File: config.mk
export PLATFORM = sky130hd
export DESIGN_NAME = llc_evict_mem
export DESIGN_NICKNAME = d
export VERILOG_FILES = /design/src/hdl/llc_pkg.sv /design/src/hdl/llc_evict_mem.sv
export SDC_FILE = /design/constraint.sdc
export NUM_CORES = 1
export LEC_CHECK = 0
export BUFFER_PORTS_ARGS = -buffer_cell sky130_fd_sc_hd__buf_2
export CORE_MARGIN = 1
export CORE_UTILIZATION = 38
export CTS_CLUSTER_DIAMETER = 150
export CTS_CLUSTER_SIZE = 28
export DETAILED_ROUTE_END_ITERATION = 8
export HOLD_SLACK_MARGIN = 0.06
export PLACE_DENSITY_LB_ADDON = 0.1
export SYNTH_ARGS = -nofsm -noshare
export SYNTH_HDL_FRONTEND = slang
export SYNTH_SLANG_ARGS = --single-unit
File: constraint.sdc
create_clock -name clk -period 4.4 [get_ports clk]
set_input_delay 0.22 -clock clk [delete_from_list [all_inputs] [get_ports clk]]
set_output_delay 0.22 -clock clk [all_outputs]
set_load 0.01 [all_outputs]
File: src/hdl/llc_pkg.sv
`default_nettype none

package llc_pkg;

    // cache geometry
    localparam int num_ways = 4;
    localparam int llc_set_bits = 8;
    localparam int llc_way_bits = 2;
    localparam int llc_tag_bits = 16;
    localparam int llc_state_bits = 3;
    localparam int line_bits = 128;
    localparam int num_sharers = 16;

    // banking per field array, top set bits pick the bank
    localparam int line_bank_bits = 1;
    localparam int tag_bank_bits = 1;
    localparam int state_bank_bits = 0;
    localparam int dirty_bank_bits = 0;
    localparam int sharers_bank_bits = 0;
    localparam int evict_bank_bits = 1;

    typedef logic [llc_set_bits-1:0] llc_set_t;

    typedef logic [llc_way_bits-1:0] llc_way_t;

    typedef logic [line_bits-1:0] line_t;

    typedef logic [llc_tag_bits-1:0] llc_tag_t;

    typedef logic [llc_state_bits-1:0] llc_state_t;

    typedef logic [num_sharers-1:0] sharers_t;

    // one bit per way, used for flush masks and way write enables
    typedef logic [num_ways-1:0] way_mask_t;

endpackage

`default_nettype wire
File: src/hdl/llc_evict_mem.sv
`timescale 1ns/1ps
`default_nettype none

module llc_evict_mem (
    input  logic               clk,
    input  logic               rst_n,
    input  llc_pkg::llc_set_t  set,
    input  logic               rd_en,
    input  logic               wr_en,
    input  llc_pkg::llc_way_t  wr_data,
    output llc_pkg::llc_way_t  rd_data
);

    localparam int bank_bits = llc_pkg::evict_bank_bits;
    localparam int num_banks = 1 << bank_bits;
    localparam int entry_bits = llc_pkg::llc_set_bits - bank_bits;

    logic [entry_bits-1:0] entry;
    logic [bank_bits-1:0] wr_bank;
    logic [bank_bits-1:0] rd_bank;
    llc_pkg::llc_way_t bank_rd_data [num_banks];

    assign entry = set[entry_bits-1:0];
    assign wr_bank = set[llc_pkg::llc_set_bits-1 -: bank_bits];

    genvar b;
    generate
        for (b = 0; b < num_banks; b++) begin : g_bank
            llc_pkg::llc_way_t mem [2**entry_bits];
            llc_pkg::llc_way_t rd_q;

            always_ff @(posedge clk) begin
                if (rd_en) begin
                    rd_q <= mem[entry];
                end
                if (wr_en && (wr_bank == bank_bits'(b))) begin
                    mem[entry] <= wr_data;
                end
            end

            assign bank_rd_data[b] = rd_q;
        end
    endgenerate

    always_ff @(posedge clk or negedge rst_n) begin
        if (!rst_n) begin
            rd_bank <= '0;
        end else if (rd_en) begin
            rd_bank <= wr_bank;
        end
    end

    assign rd_data = bank_rd_data[rd_bank];

endmodule

`default_nettype wire

==> run_results.csv <==
group,metric,value,unit
outcome,status,"finished clean",
power_and_ir_drop,finalPower,8.576,mW
global_routing,track_usage,23.61,%
power_and_ir_drop,pwr-share-clk,29.1,%
cts,insertion_delay,0.59,ns
cts,cts_max_path_buffers,3,
floorplan,dieHeight,238.5,um
cts,ctsResizeCount,0,
cells_and_area,diodes,0,
setup_path,reg2reg_slack,2.19,ns
setup_path,critPathLaunch,"set[1]",
timing,tightest_slew,1.270,ns
routing,drtAntennaViolNets,0,
setup_path,cp-start-kind,"input pin",
logic_synthesis,ys_seq_area_share,72.99,%
cts,root_buffer,"clkbuf_16",
logic_synthesis,syn_area,21260,um2
logic_synthesis,syn_nets,1455,
cells_and_area,final_nets,1446,
cts,clock-sinks,517,
cells_and_area,fin_util,41.55,%
timing,clock.fmax,0.3602,GHz
placement,dp_hpwl,40.63,mm
routing,routed_wl,66.49,mm
timing,setup_viol,0,
setup_path,crit_chain,"buf_4, and2_1, buf_4, nand2_1, nor2_1",
power_and_ir_drop,p_int,6.588,mW
timing,rsz0062_at_grt,"no",
logic_synthesis,syn_area_per_cell,14.75,um2
global_routing,antenna_found_initial,0,
timing,timing.setup.tns,0,ns
routing,wire_per_inst,30.39,um
power_and_ir_drop,power_frac_seq,63.4,%
routing,drtIter0Drc,1310,
timing,clock_skew,0.02507,ns
setup_path,path_class,"input pin to flip-flop",
routing,post-route-drc-count,0,
cts,cts_htree_levels,1,
cts,path_clk_slew,0.11,ns
floorplan,dieArea,56900,um2
job,max-cap-violations,0,
floorplan,io_pins,16,
placement,port_buffers,15,
cells_and_area,syn2layout_area_growth,7.880,%
power_and_ir_drop,p_per_area,373.9,nW/um2
routing,vias,12890,
floorplan,coreArea,55200,um2
floorplan,start_util,38.52,%
logic_synthesis,ys_types,70,
floorplan,row_count,86,
timing,min_period,2.777,ns
floorplan,die_x,238.5,um
logic_synthesis,synth_edf_count,516,
global_routing,grt_max_degree,124,
timing,min_period_over_period,63.10,%
logic_synthesis,synth-seq-cells,517,
min_path,hp-class,"input pin to flip-flop",
routing,vias_per_cell,5.889,
setup_path,r2r-end,"g_bank[0].rd_q[1]",
placement,place_area,22280,um2
setup_path,reg2reg_depth,6,
cells_and_area,final_common_cell,"edfxtp_1",
power_and_ir_drop,p_comb_share,7.5,%
cells_and_area,stdcell_area,22940,um2
power_and_ir_drop,p_sw,1.988,mW
timing,hold_violations,0,
logic_synthesis,netlist_instances,1441,
setup_path,cp-end-kind,"flip-flop",
cells_and_area,drive_gt1_share,10.83,%
setup_path,r2r-start,"g_bank[0].mem[16][1]",
power_and_ir_drop,worst_ir_drop_vdd,0.2861,mV
routing,drt_pre_antenna_iters,5,
timing,relSlewSlack,15.16,%
power_and_ir_drop,p_sw_share,23.18,%
setup_path,required,4.67,ns
setup_path,crit_arrival,3.04,ns
logic_synthesis,async_flop_share,0.1934,%
logic_synthesis,ys_warn_count,0,
global_routing,grt_first_pass_wirelength,95.79,mm
cts,numCtsBuffers,22,
cells_and_area,mostFrequentLayoutCells,"516 x edfxtp_1, 272 x nor2_1, 68 x buf_4",
setup_path,critPathCapture,"g_bank[1].mem[75][0]",
cts,post-cts-setup-buffers,0,
power_and_ir_drop,leakagePower,6.922,nW
setup_path,critPathMaxFanout,49,
timing,drv_slew,0,
setup_path,cp_slowest_stage_delay,0.77,ns
setup_path,cpMaxStageDelayCell,"and2_1",
global_routing,grt_overflow,0,
placement,routabilityCongestion,0.7996,
global_routing,grt_pass1_vias,13200,
setup_path,cp_common_cell,"buf_4",
cts,cts_tree,"built",
logic_synthesis,synthFlopType,"edfxtp_1",
[synthesized netlist by cell type (all sizes together) (3+ instances only)]
master / number / share of area [%]
nor2: 275 / 4.9
nand2b: 8 / 0.24
a22o: 32 / 1.3
edfxtp: 516 / 73
mux2: 16 / 0.85
a22oi: 34 / 1.2
nand3: 6 / 0.14
a21oi: 47 / 1.1
nor2b: 17 / 0.50
mux4: 20 / 2.1
and2: 6 / 0.19
a31oi: 5 / 0.15
mux2i: 57 / 2.7
buf: 55 / 1.5
a32oi: 3 / 0.12
o221ai: 6 / 0.25
o21ai: 27 / 0.64
a221o: 14 / 0.66
and3: 3 / 0.088
clkbuf: 63 / 1.1
a211oi: 7 / 0.25
o2bb2ai: 7 / 0.29
a21o: 4 / 0.14
o22a: 6 / 0.25
nand2: 62 / 1.1
o22ai: 31 / 0.91
nand4: 3 / 0.088
a221oi: 63 / 2.6
nor3: 5 / 0.12
[logic make-up after synthesis]
group / share of synthesized area, %
buffers and inverters: 2.648
and+or+nand+nor: 7.886
AOI/OAI and AO/OA: 10.82
DFF: 72.99
muxes: 5.649
[worst min-delay path by stage]
stage          slack (ns)       start  cells after the start              endpoint
5_1_grt              0.23      set[5]                      3     g_bank[0].rd_q[0]
4_1_cts              0.20      set[5]                      3     g_bank[0].rd_q[0]
6_report             0.21  wr_data[1]                      1  g_bank[1].mem[69][1]
3_3_place_gp       -0.005       rst_n                      1               rd_bank
3_5_place_dp       -0.003       rst_n                      1               rd_bank
2_1_floorplan       -0.08       rst_n                      0               rd_bank
[layout make-up]
type | count | area, um2
fillers | 5144 | 32260
flip-flops and latches | 517 | 15520
multi-input cells | 803 | 5205
well taps | 748 | 935.9
repair buffers | 85 | 643.1
clock buffers | 31 | 605.6
clock inverters | 1 | 16.27
inverters | 3 | 11.26
[per-layer routing]
metal  up-vias  GRT usage, %  part of all wire, %
li1       5568             -                    -
met1      6823         32.94                   44
met2       425         39.71                   49
met3        70         2.760                  5.6
met4         0         5.070                  2.0
met5         -             0                    0
[critical path, delay by kind of cell]
kind | cells | cell delay, ns
buffers and inverters | 2 | 0.94
AND/OR/NAND/NOR | 3 | 1.78
[registers in the layout (all words and copies together), names as in the netlist]
name         cells
rd_bank          1
g_bank.mem     512
g_bank.rd_q      4
[repair_timing]
item / CTS / global route
hold buffers: 4 / 0
endpoints found under the setup margin: 0 / 0
endpoints found under the hold margin: 6 / 0
[per-stage QoR]
step	instances	hold slack [ns]	setup slack (ns)
global route	2188	0.2292	1.411
floorplan	1441	-0.07559	2.373
CTS	2188	0.1976	1.594
detailed placement	2152	-0.002764	0.9714
finish	2188	0.2133	1.623
global placement	2152	-0.004979	0.9636
[power groups by stage]
stage	registers, mW	logic (mW)	clock network (mW)
5_1_grt	5.44	0.680	2.69
4_1_cts	5.43	0.647	2.55
2_1_floorplan	5.54	0.327	0
6_report	5.44	0.645	2.50
3_5_place_dp	5.55	0.643	0
3_3_place_gp	5.55	0.645	0
No activity file was read; power rests on OpenSTA's default activity.
