<file path="config.mk">
export PLATFORM = sky130hd
export DESIGN_NAME = llc_field_bank
export DESIGN_NICKNAME = d
export VERILOG_FILES = /design/src/hdl/llc_pkg.sv /design/src/hdl/llc_field_bank.sv /design/src/hdl/llc_bram.sv
export SDC_FILE = /design/constraint.sdc
export NUM_CORES = 1
export LEC_CHECK = 0
export ABC_AREA = 1
export BUFFER_PORTS_ARGS = -buffer_cell sky130_fd_sc_hd__clkbuf_2
export CORE_MARGIN = 8
export CORE_UTILIZATION = 35
export DETAILED_ROUTE_END_ITERATION = 8
export PLACE_DENSITY = 0.59
export SKIP_CTS_REPAIR_TIMING = 1
export SYNTH_ARGS = -nofsm -noshare
export SYNTH_HDL_FRONTEND = slang
export SYNTH_SLANG_ARGS = --single-unit
</file>
<file path="constraint.sdc">
create_clock -name clk -period 2.17 [get_ports clk]
set_input_delay 0.217 -clock clk [delete_from_list [all_inputs] [get_ports clk]]
set_output_delay 0.217 -clock clk [all_outputs]
set_load 0.01 [all_outputs]
</file>
<file path="src/hdl/llc_pkg.sv">
`default_nettype none

package llc_pkg;

    // cache geometry
    localparam int num_ways = 4;
    localparam int llc_set_bits = 8;
    localparam int llc_way_bits = 2;
    localparam int llc_tag_bits = 16;
    localparam int llc_state_bits = 3;
    localparam int line_bits = 128;
    localparam int num_sharers = 16;

    // banking per field array, top set bits pick the bank
    localparam int line_bank_bits = 1;
    localparam int tag_bank_bits = 1;
    localparam int state_bank_bits = 0;
    localparam int dirty_bank_bits = 0;
    localparam int sharers_bank_bits = 0;
    localparam int evict_bank_bits = 1;

    typedef logic [llc_set_bits-1:0] llc_set_t;

    typedef logic [llc_way_bits-1:0] llc_way_t;

    typedef logic [line_bits-1:0] line_t;

    typedef logic [llc_tag_bits-1:0] llc_tag_t;

    typedef logic [llc_state_bits-1:0] llc_state_t;

    typedef logic [num_sharers-1:0] sharers_t;

    // one bit per way, used for flush masks and way write enables
    typedef logic [num_ways-1:0] way_mask_t;

endpackage

`default_nettype wire
</file>
<file path="src/hdl/llc_field_bank.sv">
`timescale 1ns/1ps
`default_nettype none

module llc_field_bank #(
    parameter type field_t = logic,
    parameter int bank_bits = 0
) (
    input  logic                  clk,
    input  logic                  rst_n,
    input  llc_pkg::llc_set_t     set,
    input  logic                  rd_en,
    input  llc_pkg::way_mask_t    wr_en_way,
    input  field_t                wr_data,
    output field_t                rd_data [llc_pkg::num_ways]
);

    localparam int num_banks = 1 << bank_bits;
    localparam int entry_bits = llc_pkg::llc_set_bits - bank_bits;
    localparam int num_pairs = llc_pkg::num_ways / 2;

    logic [entry_bits-1:0] entry;
    logic [num_banks-1:0] bank_wr_en;
    field_t bank_rd_data [num_banks][llc_pkg::num_ways];

    assign entry = set[entry_bits-1:0];

    genvar b;
    genvar p;
    generate
        for (b = 0; b < num_banks; b++) begin : g_bank
            // ways 2p and 2p+1 share one RAM, way picks the upper half
            for (p = 0; p < num_pairs; p++) begin : g_pair
                llc_bram #(
                    .payload_t (field_t),
                    .addr_bits (entry_bits + 1)
                ) bram_i (
                    .clk       (clk),
                    .addr_a    ({1'b0, entry}),
                    .addr_b    ({1'b1, entry}),
                    .wr_data_a (wr_data),
                    .wr_data_b (wr_data),
                    .wr_en_a   (wr_en_way[2*p] & bank_wr_en[b]),
                    .wr_en_b   (wr_en_way[2*p+1] & bank_wr_en[b]),
                    .rd_en     (rd_en),
                    .rd_data_a (bank_rd_data[b][2*p]),
                    .rd_data_b (bank_rd_data[b][2*p+1])
                );
            end
        end

        if (bank_bits == 0) begin : g_single
            assign bank_wr_en = 1'b1;

            always_comb begin
                for (int w = 0; w < llc_pkg::num_ways; w++) begin
                    rd_data[w] = bank_rd_data[0][w];
                end
            end
        end else begin : g_banked
            logic [bank_bits-1:0] wr_bank;
            logic [bank_bits-1:0] rd_bank;

            assign wr_bank = set[llc_pkg::llc_set_bits-1 -: bank_bits];

            for (b = 0; b < num_banks; b++) begin : g_wr_sel
                assign bank_wr_en[b] = (wr_bank == bank_bits'(b));
            end

            // remember which bank was read so the mux follows the RAM output
            always_ff @(posedge clk or negedge rst_n) begin
                if (!rst_n) begin
                    rd_bank <= '0;
                end else if (rd_en) begin
                    rd_bank <= wr_bank;
                end
            end

            always_comb begin
                for (int w = 0; w < llc_pkg::num_ways; w++) begin
                    rd_data[w] = bank_rd_data[rd_bank][w];
                end
            end
        end
    endgenerate

endmodule

`default_nettype wire

</file>
<file path="src/hdl/llc_bram.sv">
`timescale 1ns/1ps
`default_nettype none

module llc_bram #(
    parameter type payload_t = logic,
    parameter int addr_bits = 8
) (
    input  logic                 clk,
    input  logic [addr_bits-1:0] addr_a,
    input  logic [addr_bits-1:0] addr_b,
    input  payload_t             wr_data_a,
    input  payload_t             wr_data_b,
    input  logic                 wr_en_a,
    input  logic                 wr_en_b,
    input  logic                 rd_en,
    output payload_t             rd_data_a,
    output payload_t             rd_data_b
);

    localparam int depth = 2 ** addr_bits;

    payload_t mem [depth];

    // both ports read before write, so a same-address access returns old data
    always_ff @(posedge clk) begin
        if (rd_en) begin
            rd_data_a <= mem[addr_a];
            rd_data_b <= mem[addr_b];
        end
        if (wr_en_a) begin
            mem[addr_a] <= wr_data_a;
        end
        if (wr_en_b) begin
            mem[addr_b] <= wr_data_b;
        end
    end

endmodule

`default_nettype wire

</file>
==> run_results.csv <==
group,metric,value,unit
status,outcome,"finished clean",
pwr,seq_power_share,0.506,
final_layout,layout-drive-gt1-share,0.0780,
critical_path,worstSetupEndpointType,"flop",
synth,synthSimpleGateAreaFrac,0.309,
synth,synthMuxAreaShare,0,
die,start_util,0.352,
synth,synth-adder-area-share,0,
synth,synth_cell_types,19,
pwr,sw_frac_of_total,0.237,
synth,ys_warn_count,0,
min_path,min_from,"wr_en_way[3]",
clocking,clockBufferDepth,3,
die,dieWidth,385,um
pwr,p_switching,10.3,mW
clocking,cts_buffers,111,
critical_path,rr_worst_depth,13,
timing,hold_slack,54.5,ps
timing,slew-limit-headroom,0.654,
die,design.die.area,148000,um2
final_layout,fin_area,54300,um2
die,rows,135,
routing,viasPerCell,5.04,
timing,setup_violations,0,
synth,synth.avg_cell_area,9.12,um2
min_path,whs_endpoint,"g_bank[0].g_pair[1].bram_i.mem[498]$_DFFE_PP_",
timing,clock_skew,24.8,ps
pwr,total_power,43.3,mW
placed_design,dp_slack,-593,ps
critical_path,path_cells,"nand2_1 -> nand2_1 -> nand2_1 -> nand2_1 -> nand2_1 -> nand2_1 -> o21ai_1 -> nand2_1 -> nor2_1 -> buf_4 -> nor2_1 -> nor2_2 -> nand2_1",
final_layout,fillers,13400,
timing,fmax,0.484,GHz
final_layout,regArea,30900,um2
synth,netlist_instances,5215,
critical_path,cp_max_fo,1,
timing,finalCritPeriodShare,0.952,
clocking,h-tree-depth,3,
critical_path,worstPathArrival,2510,ps
critical_path,r2r_slack,100,ps
routing,drc,0,
routing,drtIter0Drc,3404,
routing,ant_nets,0,
placed_design,port_buffers,18,
final_layout,fin_nets,5208,
critical_path,required,2610,ps
clocking,cts_sinks,1028,
critical_path,cpPeakStageDelay,360,ps
clocking,cts_tree,"yes",
timing,worst_pin_slew,518,ps
synth,syn_area,47500,um2
timing,finalMaxSlewViolations,0,
final_layout,final_util,0.402,
routing,routedWlPerCell,18.9,um
grt,grt_pass1_vias,34900,
grt,track_usage,0.177,
critical_path,r2r_start,"g_bank[0].g_pair[1].bram_i.mem[310]$_DFFE_PP_",
placed_design,gp_congestion,0.853,
synth,synth_compound_area_frac,0.00674,
synth,synth_seq_area_share,0.649,
job,cap_violations,0,
clocking,clkLatencyLatePin,700,ps
die,io_pins,20,
min_path,hp-class,"in2reg",
pwr,power.internal,33.0,mW
synth,synth_xor_area_frac,0,
critical_path,cp_common_cell,"nand2_1",
pwr,power.density,796,nW/um2
timing,finalSetupTns,0,ps
timing,rsz0062_at_grt,"false",
clocking,clk_pin_slew_worst_paths,60,ps
pwr,ir_worst_vdd,0.715,mV
synth,ys_ff_latch,1028,
die,die_y,385,um
grt,grt_pass1_wl,205000,um
critical_path,r2r_end,"g_bank[0].g_pair[1].bram_i.rd_data_b$_DFFE_PP_",
synth,synth_top_family_by_area,"simple AND/OR/NAND/NOR gates",
critical_path,worstSetupPathType,"reg2reg",
grt,grt_max_degree,124,
placed_design,place_inst,6857,
pwr,power_frac_clock,0.420,
grt,gr-total-overflow,0,
pwr,pwr-share-comb,0.074,
final_layout,area_growth,14.3,%
min_path,whs_path_depth,3,
placed_design,hpwl,81100,um
die,core,135000,um2
routing,wirelength,134000,um
pwr,power.leakage,21.4,nW
final_layout,multi_input_area,15000,um2
critical_path,critPathLaunchType,"flop",
routing,first_pass_iters,5,
clocking,cts_root_buf,"clkbuf_16",
timing,fin_ws,103,ps
grt,antenna_found_initial,3,
timing,finalHoldViolations,0,
timing,layout_min_cycle_time,2070,ps
synth,syn_nets,5231,
final_layout,instances_no_fill,7066,
routing,vias,35600,
critical_path,cpMaxStageDelayCell,"edfxtp_1",
placed_design,dpl_cell_area,50900,um2
cells in the final DEF (no fill, tap or decap), drive strengths merged:
cell         count
buf            201
bufinv           8
clkbuf         146
clkinv          55
clkinvlp         5
diode            2
dlygate4sd3      3
edfxtp        1028
inv             25
nand2         2302
nand3          280
nand4           64
nor2          1102
o21ai           64
cells by family after synthesis:
family / Yosys count
compound gates: 64
buf+inv: 375
flops: 1028
simple gates: 3748
routing by layer:
layer | part of all wire | routed length (um) | global-route usage | vias to the layer above
met1 | 0.42 | 56600 | 0.235 | 17300
li1 | - | - | - | 16900
met4 | 0.030 | 4010 | 0.0590 | 0
met2 | 0.47 | 63200 | 0.297 | 1136
met5 | 0 | 0 | 0 | -
met3 | 0.074 | 9870 | 0.0290 | 211
layout make-up:
class	count	area share
sequential	1028	0.568
inverter	20	0.00239
tap	1781	0.0410
clock inverter	73	0.0104
timing repair buffer	219	0.0488
antenna	2	0.0000921
multi-input combinational	3812	0.277
clock buffer	131	0.0525
critical path: cells and delay by family, from the launching register on:
kind / cells / cell delay [ps]
simple gates: 11 / 1110
flops: 1 / 360
compound gates: 1 / 200
buf+inv: 1 / 160
Yosys cell counts, drive strengths merged:
cell | count | area (um2)
nand4 | 64 | 400
o21ai | 64 | 320
clkbuf | 183 | 687
nor2 | 1102 | 4220
inv | 20 | 80.1
nand2 | 2302 | 8660
edfxtp | 1028 | 30900
buf | 172 | 905
nand3 | 280 | 1400
power groups by stage:
stage	logic, mW	registers, mW	clock network, mW
detailed placement	3.17	22.3	0
CTS	3.18	21.9	18.5
global placement	3.17	22.3	0
floorplan	1.64	22.3	0
finish	3.18	21.9	18.2
global route	3.46	21.9	19.2
sequential cells by signal (all words and copies together), names as in the netlist:
signal / count
g_bank.g_pair.bram_i.mem: 1024
g_bank.g_pair.bram_i.rd_data_a: 2
g_bank.g_pair.bram_i.rd_data_b: 2
worst max-delay path by stage:
| stage | start | to | slack, ps | cells after the start |
|---|---|---|---|---|
| after floorplan | set[1] | g_bank[0].g_pair[0].bram_i.mem[224]$_DFFE_PP_ | 390 | 9 |
| after global placement | set[0] | g_bank[0].g_pair[1].bram_i.rd_data_b$_DFFE_PP_ | -600 | 14 |
| after detailed placement | set[0] | g_bank[0].g_pair[1].bram_i.rd_data_b$_DFFE_PP_ | -590 | 14 |
| after CTS | g_bank[0].g_pair[1].bram_i.mem[312]$_DFFE_PP_ | g_bank[0].g_pair[1].bram_i.rd_data_b$_DFFE_PP_ | 40 | 11 |
| after global routing | g_bank[0].g_pair[0].bram_i.mem[48]$_DFFE_PP_ | g_bank[0].g_pair[0].bram_i.rd_data_a$_DFFE_PP_ | 40 | 13 |
| final | g_bank[0].g_pair[1].bram_i.mem[310]$_DFFE_PP_ | g_bank[0].g_pair[1].bram_i.rd_data_b$_DFFE_PP_ | 100 | 13 |
Note: power is estimated with default switching activity, not from simulation.
